==> src/design/gfx_pkg.sv <==
// ==========================================================================
// shared sizes, types and APB register map for the raster graphics block
// framebuffer is fixed at 32x24 with 4-bit indices, CLUT holds 12-bit RGB
// ==========================================================================

package gfx_pkg;

    // framebuffer geometry
    localparam int fb_w      = 32;
    localparam int fb_h      = 24;
    localparam int fb_pixels = fb_w * fb_h;  // 768 words
    localparam int fb_addrw  = 10;

    typedef logic [fb_addrw-1:0] fb_addr_t;

    // colour index and palette
    localparam int cidxw    = 4;
    localparam int clut_len = 16;
    localparam int colrw    = 12;  // r, g, b nibbles, red on top

    typedef logic [cidxw-1:0] cidx_t;
    typedef logic [colrw-1:0] colr_t;

    // signed so that off-screen endpoints can be expressed
    localparam int cordw = 8;

    typedef logic signed [cordw-1:0] coord_t;

    // raster, active area sits at the start of each line and frame
    localparam int h_total = 40;
    localparam int v_total = 28;

    // APB byte addresses
    localparam int apb_addrw = 8;

    localparam logic [apb_addrw-1:0] reg_ctrl      = 8'h00;  // bit 0 start
    localparam logic [apb_addrw-1:0] reg_status    = 8'h04;  // bit 0 busy
    localparam logic [apb_addrw-1:0] reg_x0        = 8'h08;
    localparam logic [apb_addrw-1:0] reg_y0        = 8'h0C;
    localparam logic [apb_addrw-1:0] reg_x1        = 8'h10;
    localparam logic [apb_addrw-1:0] reg_y1        = 8'h14;
    localparam logic [apb_addrw-1:0] reg_cidx      = 8'h18;
    localparam logic [apb_addrw-1:0] reg_clut_base = 8'h40;  // 16 words, write only

endpackage

==> src/design/fb_scanout.sv <==
// ==========================================================================
// raster scan of the framebuffer through the CLUT to 12-bit RGB
// outputs trail the raster counters by 3 clocks, no sync pulses generated
// ==========================================================================
`timescale 1ns/1ps

module fb_scanout (
    input  logic              clk_sys,
    input  logic              rst_sys,
    output gfx_pkg::fb_addr_t fb_raddr,
    input  gfx_pkg::cidx_t    fb_rdata,
    output gfx_pkg::cidx_t    clut_raddr,
    input  gfx_pkg::colr_t    clut_rdata,
    output gfx_pkg::colr_t    rgb,
    output logic              de,
    output logic              frame
);

    import gfx_pkg::*;

    localparam int hw = $clog2(h_total);
    localparam int vw = $clog2(v_total);

    logic [hw-1:0] sx;         // raster column
    logic [vw-1:0] sy;         // raster line
    logic          active;     // pixel inside framebuffer area
    logic          first;      // top left pixel
    logic [1:0]    active_sr;  // [0] lines up with fb_rdata, [1] with clut_rdata
    logic [1:0]    frame_sr;

    // free running raster counters
    always_ff @(posedge clk_sys) begin
        if (rst_sys) begin
            sx <= '0;
            sy <= '0;
        end else if (sx == hw'(h_total - 1)) begin
            sx <= '0;
            if (sy == vw'(v_total - 1)) begin
                sy <= '0;  // wrap to next frame
            end else begin
                sy <= sy + 1'b1;
            end
        end else begin
            sx <= sx + 1'b1;
        end
    end

    assign active = (sx < fb_w) && (sy < fb_h);
    assign first  = (sx == '0) && (sy == '0);

    // framebuffer read, address parked at zero in blanking
    assign fb_raddr = active ? fb_addr_t'(sy * fb_w + sx) : '0;

    // index returned by the framebuffer addresses the CLUT directly
    assign clut_raddr = fb_rdata;

    // flag pipeline matching the two RAM reads
    always_ff @(posedge clk_sys) begin
        if (rst_sys) begin
            active_sr <= '0;
            frame_sr  <= '0;
        end else begin
            active_sr <= {active_sr[0], active};
            frame_sr  <= {frame_sr[0], first};
        end
    end

    // output register, black outside the active area
    always_ff @(posedge clk_sys) begin
        if (rst_sys) begin
            rgb   <= '0;
            de    <= 1'b0;
            frame <= 1'b0;
        end else begin
            rgb   <= active_sr[1] ? clut_rdata : '0;
            de    <= active_sr[1];
            frame <= frame_sr[1];  // with first active pixel
        end
    end

endmodule

==> src/design/gfx_apb_regs.sv <==
// ==========================================================================
// APB slave for line setup, start, busy status and CLUT writes
// pready tied high, start while busy is dropped and flagged by pslverr
// ==========================================================================
`timescale 1ns/1ps

module gfx_apb_regs (
    input  logic                             clk_sys,
    input  logic                             rst_sys,
    // APB
    input  logic [gfx_pkg::apb_addrw-1:0]    paddr,
    input  logic                             psel,
    input  logic                             penable,
    input  logic                             pwrite,
    input  logic [31:0]                      pwdata,
    output logic [31:0]                      prdata,
    output logic                             pready,
    output logic                             pslverr,
    // drawer
    output logic                             start,
    output gfx_pkg::coord_t                  x0,
    output gfx_pkg::coord_t                  y0,
    output gfx_pkg::coord_t                  x1,
    output gfx_pkg::coord_t                  y1,
    output gfx_pkg::cidx_t                   cidx,
    input  logic                             busy,
    // CLUT write port
    output logic                             clut_we,
    output gfx_pkg::cidx_t                   clut_waddr,
    output gfx_pkg::colr_t                   clut_wdata
);

    import gfx_pkg::*;

    localparam int clut_top = int'(reg_clut_base) + 4 * clut_len;  // first address past window

    logic                 access;    // APB access phase
    logic                 wr;
    logic                 rd;
    logic                 reg_sel;   // one of the plain registers
    logic                 clut_sel;  // aligned word inside CLUT window
    logic                 start_req;
    logic [apb_addrw-1:0] clut_off;

    assign access = psel && penable;
    assign wr     = access && pwrite;
    assign rd     = access && !pwrite;

    always_comb begin
        case (paddr)
            reg_ctrl, reg_status, reg_x0, reg_y0,
            reg_x1, reg_y1, reg_cidx: reg_sel = 1'b1;
            default:                  reg_sel = 1'b0;
        endcase
    end

    assign clut_sel = (paddr >= reg_clut_base) && (int'(paddr) < clut_top)
                    && (paddr[1:0] == 2'b00);

    // start request, only becomes a pulse when the drawer is idle
    assign start_req = wr && (paddr == reg_ctrl) && pwdata[0];
    assign start     = start_req && !busy;

    // CLUT writes go straight through on the access phase
    assign clut_off   = paddr - reg_clut_base;
    assign clut_we    = wr && clut_sel;
    assign clut_waddr = clut_off[cidxw+1:2];  // word index
    assign clut_wdata = pwdata[colrw-1:0];

    assign pready  = 1'b1;  // no wait states
    // unmapped, CLUT read, or start refused
    assign pslverr = access && (!(reg_sel || clut_sel) || (rd && clut_sel)
                              || (start_req && busy));

    // line registers, free to change while drawing
    always_ff @(posedge clk_sys) begin
        if (rst_sys) begin
            x0   <= '0;
            y0   <= '0;
            x1   <= '0;
            y1   <= '0;
            cidx <= '0;
        end else if (wr) begin
            case (paddr)
                reg_x0:   x0   <= coord_t'(pwdata[cordw-1:0]);
                reg_y0:   y0   <= coord_t'(pwdata[cordw-1:0]);
                reg_x1:   x1   <= coord_t'(pwdata[cordw-1:0]);
                reg_y1:   y1   <= coord_t'(pwdata[cordw-1:0]);
                reg_cidx: cidx <= pwdata[cidxw-1:0];
                default: ;  // ctrl and status hold nothing
            endcase
        end
    end

    // read mux, coordinates come back sign extended
    always_comb begin
        case (paddr)
            reg_status: prdata = {31'b0, busy};
            reg_x0:     prdata = {{(32-cordw){x0[cordw-1]}}, x0};
            reg_y0:     prdata = {{(32-cordw){y0[cordw-1]}}, y0};
            reg_x1:     prdata = {{(32-cordw){x1[cordw-1]}}, x1};
            reg_y1:     prdata = {{(32-cordw){y1[cordw-1]}}, y1};
            reg_cidx:   prdata = {{(32-cidxw){1'b0}}, cidx};
            default:    prdata = '0;  // ctrl reads zero
        endcase
    end

endmodule

==> src/design/gfx_top.sv <==
// ==========================================================================
// raster graphics top, APB line drawer into a 32x24 framebuffer
// single clock, scanout runs continuously from reset
// ==========================================================================
`timescale 1ns/1ps

module gfx_top (
    input  logic                          clk_sys,
    input  logic                          rst_sys,
    // APB slave
    input  logic [gfx_pkg::apb_addrw-1:0] paddr,
    input  logic                          psel,
    input  logic                          penable,
    input  logic                          pwrite,
    input  logic [31:0]                   pwdata,
    output logic [31:0]                   prdata,
    output logic                          pready,
    output logic                          pslverr,
    // video
    output gfx_pkg::colr_t                rgb,
    output logic                          de,
    output logic                          frame
);

    import gfx_pkg::*;

    // register block to drawer
    logic     start;
    coord_t   x0;
    coord_t   y0;
    coord_t   x1;
    coord_t   y1;
    cidx_t    cidx;
    logic     busy;

    // CLUT write side
    logic     clut_we;
    cidx_t    clut_waddr;
    colr_t    clut_wdata;

    // framebuffer ports
    logic     fb_we;
    fb_addr_t fb_waddr;
    cidx_t    fb_wdata;
    fb_addr_t fb_raddr;
    cidx_t    fb_rdata;

    // CLUT read side
    cidx_t    clut_raddr;
    colr_t    clut_rdata;

    gfx_apb_regs u_regs (
        .clk_sys, .rst_sys,
        .paddr, .psel, .penable, .pwrite, .pwdata,
        .prdata, .pready, .pslverr,
        .start, .x0, .y0, .x1, .y1, .cidx, .busy,
        .clut_we, .clut_waddr, .clut_wdata
    );

    line_draw u_draw (
        .clk_sys, .rst_sys,
        .start, .x0, .y0, .x1, .y1, .cidx,
        .busy, .fb_we, .fb_waddr, .fb_wdata
    );

    // framebuffer of colour indices
    sdp_ram #(.word_t(cidx_t), .depth(fb_pixels)) u_fb (
        .clk_sys,
        .we(fb_we), .waddr(fb_waddr), .raddr(fb_raddr),
        .wdata(fb_wdata), .rdata(fb_rdata)
    );

    // palette, written from APB
    sdp_ram #(.word_t(colr_t), .depth(clut_len)) u_clut (
        .clk_sys,
        .we(clut_we), .waddr(clut_waddr), .raddr(clut_raddr),
        .wdata(clut_wdata), .rdata(clut_rdata)
    );

    fb_scanout u_scan (
        .clk_sys, .rst_sys,
        .fb_raddr, .fb_rdata,
        .clut_raddr, .clut_rdata,
        .rgb, .de, .frame
    );

endmodule

==> src/design/line_draw.sv <==
// ==========================================================================
// Bresenham line walker, one pixel per clock in all octants
// inputs latched at start, pixels outside the 32x24 buffer are not written
// ==========================================================================
`timescale 1ns/1ps

module line_draw (
    input  logic              clk_sys,
    input  logic              rst_sys,
    input  logic              start,
    input  gfx_pkg::coord_t   x0,
    input  gfx_pkg::coord_t   y0,
    input  gfx_pkg::coord_t   x1,
    input  gfx_pkg::coord_t   y1,
    input  gfx_pkg::cidx_t    cidx,
    output logic              busy,
    output logic              fb_we,
    output gfx_pkg::fb_addr_t fb_waddr,
    output gfx_pkg::cidx_t    fb_wdata
);

    import gfx_pkg::*;

    // error term needs room for 2*(dx+dy) on a 9-bit delta
    localparam int ew = cordw + 4;

    logic signed [ew-1:0] adx;      // |x1-x0| at setup
    logic signed [ew-1:0] ady;      // |y1-y0| at setup
    logic signed [ew-1:0] dx;       // positive
    logic signed [ew-1:0] dy;       // negative, as in the usual formulation
    logic signed [ew-1:0] err;
    logic signed [ew-1:0] err_nxt;
    logic signed [ew-1:0] e2;
    logic                 x_neg;    // step direction
    logic                 y_neg;
    coord_t               x;
    coord_t               y;
    coord_t               x_nxt;
    coord_t               y_nxt;
    coord_t               xe;       // end point
    coord_t               ye;
    logic                 last;
    logic                 in_range;

    // setup deltas straight from the inputs so stepping starts next cycle
    always_comb begin
        logic signed [ew-1:0] ddx;
        logic signed [ew-1:0] ddy;
        ddx = ew'(x1) - ew'(x0);
        ddy = ew'(y1) - ew'(y0);
        adx = (ddx < 0) ? -ddx : ddx;
        ady = (ddy < 0) ? -ddy : ddy;
    end

    // one Bresenham step
    always_comb begin
        e2      = err + err;
        err_nxt = err;
        x_nxt   = x;
        y_nxt   = y;
        if (e2 >= dy) begin
            err_nxt = err_nxt + dy;
            x_nxt   = x_neg ? x - coord_t'(1) : x + coord_t'(1);
        end
        if (e2 <= dx) begin
            err_nxt = err_nxt + dx;
            y_nxt   = y_neg ? y - coord_t'(1) : y + coord_t'(1);
        end
    end

    assign last = (x == xe) && (y == ye);

    always_ff @(posedge clk_sys) begin
        if (rst_sys) begin
            busy <= 1'b0;
        end else if (start && !busy) begin
            busy <= 1'b1;
        end else if (busy && last) begin
            busy <= 1'b0;  // drops the cycle after the end pixel
        end
    end

    // walk state, latched at start and stepped while busy
    always_ff @(posedge clk_sys) begin
        if (start && !busy) begin
            x        <= x0;
            y        <= y0;
            xe       <= x1;
            ye       <= y1;
            fb_wdata <= cidx;
            dx       <= adx;
            dy       <= -ady;
            err      <= adx - ady;
            x_neg    <= (x1 < x0);
            y_neg    <= (y1 < y0);
        end else if (busy && !last) begin
            x   <= x_nxt;
            y   <= y_nxt;
            err <= err_nxt;
        end
    end

    // clip against the buffer
    assign in_range = (x >= 0) && (x < fb_w) && (y >= 0) && (y < fb_h);
    assign fb_we    = busy && in_range;
    assign fb_waddr = fb_addr_t'(y * fb_w + x);  // valid only when in range

endmodule

==> src/design/sdp_ram.sv <==
// ==========================================================================
// simple dual-port RAM, one write port and one registered read port
// read during write to the same address returns the old word
// ==========================================================================
`timescale 1ns/1ps

module sdp_ram #(
    parameter type word_t = logic [7:0],
    parameter int  depth  = 16
) (
    input  logic                     clk_sys,
    input  logic                     we,
    input  logic [$clog2(depth)-1:0] waddr,
    input  logic [$clog2(depth)-1:0] raddr,
    input  word_t                    wdata,
    output word_t                    rdata
);

    word_t mem [depth];

    // power-up contents all zero
    initial begin
        for (int i = 0; i < depth; i++) begin
            mem[i] = '0;
        end
    end

    always_ff @(posedge clk_sys) begin
        if (we) begin
            mem[waddr] <= wdata;
        end
        rdata <= mem[raddr];  // one cycle latency
    end

endmodule

==> config.mk <==
export PLATFORM = sky130hd
export DESIGN_NAME = gfx_top
export DESIGN_NICKNAME = d
export VERILOG_FILES = /design/src/design/gfx_pkg.sv /design/src/design/fb_scanout.sv /design/src/design/gfx_apb_regs.sv /design/src/design/gfx_top.sv /design/src/design/line_draw.sv /design/src/design/sdp_ram.sv
export SDC_FILE = /design/constraint.sdc
export NUM_CORES = 2
export LEC_CHECK = 0
export BUFFER_PORTS_ARGS = -buffer_cell sky130_fd_sc_hd__buf_2
export CAP_MARGIN = 30
export CORE_AREA = 4 4 752 754
export CTS_BUF_LIST = sky130_fd_sc_hd__clkbuf_8 sky130_fd_sc_hd__clkbuf_16
export CTS_CLUSTER_DIAMETER = 150
export DETAILED_ROUTE_END_ITERATION = 12
export DIE_AREA = 0 0 756 758
export RECOVER_POWER = 100
export SLEW_MARGIN = 15
export SYNTH_ARGS = -nofsm -noshare
export SYNTH_HDL_FRONTEND = slang
export SYNTH_HIERARCHICAL = 1
export SYNTH_SLANG_ARGS = --single-unit
==> constraint.sdc <==
create_clock -name clk_sys -period 16.46 [get_ports clk_sys]
set_input_delay 2.469 -clock clk_sys [delete_from_list [all_inputs] [get_ports clk_sys]]
set_output_delay 2.469 -clock clk_sys [all_outputs]
set_load 0.02 [all_outputs]
==> results.py <==
metrics = {
    "routing": {
        "vias_per_cell": 4.669,
        "vias": 71500,
        "dr.first_iter.drc_count": 8496,
        "wl_um": 366400,
        "drc": 0,
        "wire_per_inst_um": 23.92,
        "antenna_left": 0,
        "dr.pass1.iters": 5,
    },
    "sta": {
        "period_needed_ns": 10.83,
        "worst_hold_slack_ns": 0.4247,
        "report.final.setup_viol": 0,
        "max_slew.worst_pin.slew_ns": 9.427,
        "fin_crit_sh_pct": 65.81,
        "setup_slack_ns": 5.628,
        "hold_viol": 0,
        "drv_slew": 2749,
        "tns_ns": 0,
        "maxSlewHeadroom_pct": -528.5,
        "finalClockSkew_ns": 0.09535,
        "rsz0062_at_grt": "false",
        "fmax_ghz": 0.09231,
    },
    "grt": {
        "first_global_vias": 71420,
        "grt_pass1_wl_um": 525000,
        "grt_max_degree": 241,
        "antenna_found_initial": 13,
        "grt_use_total_pct": 12.36,
        "overflow": 0,
    },
    "cts": {
        "cts_buffers": 330,
        "postCtsSetupBuffers": 0,
        "clock_path_buffers": 4,
        "clk_latency_ns": 0.91,
        "cts_num_sinks": 3419,
        "cts_max_level": 5,
        "cts_tree": "done",
        "clk_pin_slew_worst_paths_ns": 0.06,
        "cts_root_buffer": "clkbuf_16",
        "hold_buffers": 0,
        "ctsResizeCount": 0,
    },
    "worst_hold_path": {
        "hold_end": "u_scan/rgb[10]",
        "worstHoldStart": "u_clut/rdata[10]",
        "hp-class": "register to register",
        "hold-path-cell-count": 1,
    },
    "setup_path": {
        "r2r_slack_ns": 5.63,
        "critPathCaptureType": "register",
        "rr_worst_depth": 3,
        "cp.arrival_ns": 11.15,
        "r2r_start": "u_draw/fb_wdata[2]",
        "worst_ep_required_time_ns": 16.78,
        "critPathKind": "register to register",
        "cp_max_fo": 197,
        "reg2reg_to": "u_fb/mem[739][2]",
        "start_kind": "register",
    },
    "synth": {
        "synth_edf_count": 3337,
        "ys_seq_area_share_pct": 73.13,
        "yosysMostFrequentCell": "edfxtp_1",
        "ys_async_sr_fraction_pct": 0,
        "synth-main-ff-cell": "edfxtp_1",
        "synth_area_leaders": "edfxtp_1 72%, mux4_2 12%, nor2_1 2.4%",
        "synth_cell_types": 104,
        "synth_commonest_cells": "3337 x edfxtp_1, 903 x nor2_1, 768 x mux4_2, 240 x mux2i_1, 237 x clkbuf_1",
        "netlist_instances": 7464,
        "synth_top_cell_area_share_pct": 71.95,
        "yosys.area.top_type": "edfxtp_1",
        "synth_seq_cells": 3419,
        "synth.avg_cell_area_um2": 18.66,
        "syn_area_um2": 139300,
        "yosysWarnings": 6,
    },
    "floorplan": {
        "pin_count": 93,
        "initial_utilization_pct": 24.91,
        "fp.dieH_um": 758,
        "fp.dieArea_um2": 573000,
        "rows": 275,
        "design.core.area_um2": 559100,
        "dieWidth_um": 756,
    },
    "final_layout": {
        "syn2layout_area_growth_pct": 13.81,
        "area.sequential_um2": 101900,
        "multi_input_area_um2": 34110,
        "drive_above_1_share_pct": 19.24,
        "fillCellCount": 54930,
        "nets": 7708,
        "fin_cells": 15310,
        "final_cell_area_um2": 158500,
    },
    "placement": {
        "dp_cells": 14690,
        "dpl_cell_area_um2": 148400,
        "gp_congestion": 0.8113,
        "io_buffer_count": 71,
        "dp_hpwl_um": 221500,
        "dp_slack_ns": 9.535,
    },
    "power_and_ir_drop": {
        "cellLeakagePower_uw": 0.05502,
        "pwr_density_cell_nw_per_um2": 111.4,
        "ir_worst_vdd_mv": 0.08284,
    },
    "run_status": {
        "violations": "capacitance limit, slew limit",
        "status": "finished, violations left",
    },
    "flow_run": {
        "cap_violations": 72,
    },
}
[logic make-up after synthesis]
| group | synth area share (%) |
|---|---|
| compound gates | 3.188 |
| xor+xnor | 0.5642 |
| fa+ha+maj | 0.9505 |
| buf+inv | 2.496 |
| flops | 73.13 |
| mux | 14.72 |
| other cells | 0.008085 |
| simple gates | 4.943 |
[cell type report]
type	instances	area share, %
Antenna cell	7	0.01105
Clock buffer	348	5.444
Clock inverter	250	1.479
Inverter	89	0.2179
Multi-Input combinational cell	3440	21.52
Sequential cell	3419	64.26
Tap cell	7479	5.904
Timing Repair Buffer	282	1.161
[metal layers]
| metal | up-vias | track usage, % | part of all wire, % |
|---|---|---|---|
| li1 | 30160 | - | - |
| met1 | 37580 | 16.06 | 39 |
| met2 | 3099 | 20.45 | 48 |
| met3 | 651 | 2.530 | 8.7 |
| met4 | 8 | 4.516 | 4.0 |
| met5 | - | 0 | 0.016 |
[state kept, by name, summed over array words and instances, names as in the netlist, 11 cells and up]
name	cells
u_clut/rdata	12
u_fb/mem	3072
u_scan/rgb	12
u_draw/dx	12
u_draw/dy	12
u_draw/err	11
u_clut/mem	192
[power by group]
| group | switching (uW) | internal [uW] |
|---|---|---|
| Sequential | 6.84 | 9420 |
| Combinational | 310 | 200 |
| Clock | 3270 | 4460 |
| Total | 3590 | 14100 |
[metrics by stage]
step / utilization, % / power, uW
3_5_place_dp: 26.54 / 10120
5_1_grt: 28.34 / 18220
2_1_floorplan: - / 10010
4_1_cts: 28.50 / 17820
3_3_place_gp: 26.44 / 10120
6_report: 28.35 / 17660
[worst max-delay path, stage by stage (launching register included)]
cell and delay (ns):
edfxtp_1 0.33, clkbuf_1 6.50, clkbuf_1 1.37, clkbuf_1 1.94
[placed cells by master, fill, tap and decap left out, drive strengths merged, types with 36 or more instances in the layout]
cell type,instances
a21oi,139
a22oi,106
buf,139
bufinv,42
clkbuf,491
clkinv,125
dfxtp,82
edfxtp,3337
ha,93
inv,152
mux2,36
mux2i,240
mux4,783
nand2,199
nand2b,72
nand3,98
nor2,905
nor3,61
o21ai,100
o221ai,60
o22ai,67
xnor2,46
xor2,42
[worst max-delay path by stage]
stage	slack, ns	from	to
4_1_cts	9.54	paddr[2]	prdata[9]
3_5_place_dp	9.54	paddr[2]	prdata[23]
6_report	5.63	u_draw/fb_wdata[2]	u_fb/mem[739][2]
3_3_place_gp	9.50	u_scan/sx[5]	u_fb/rdata[1]
5_1_grt	4.79	u_draw/fb_wdata[2]	u_fb/mem[725][2]
2_1_floorplan	5.32	u_draw/fb_wdata[0]	u_fb/mem[0][0]
(Power assumes the default switching activity.)
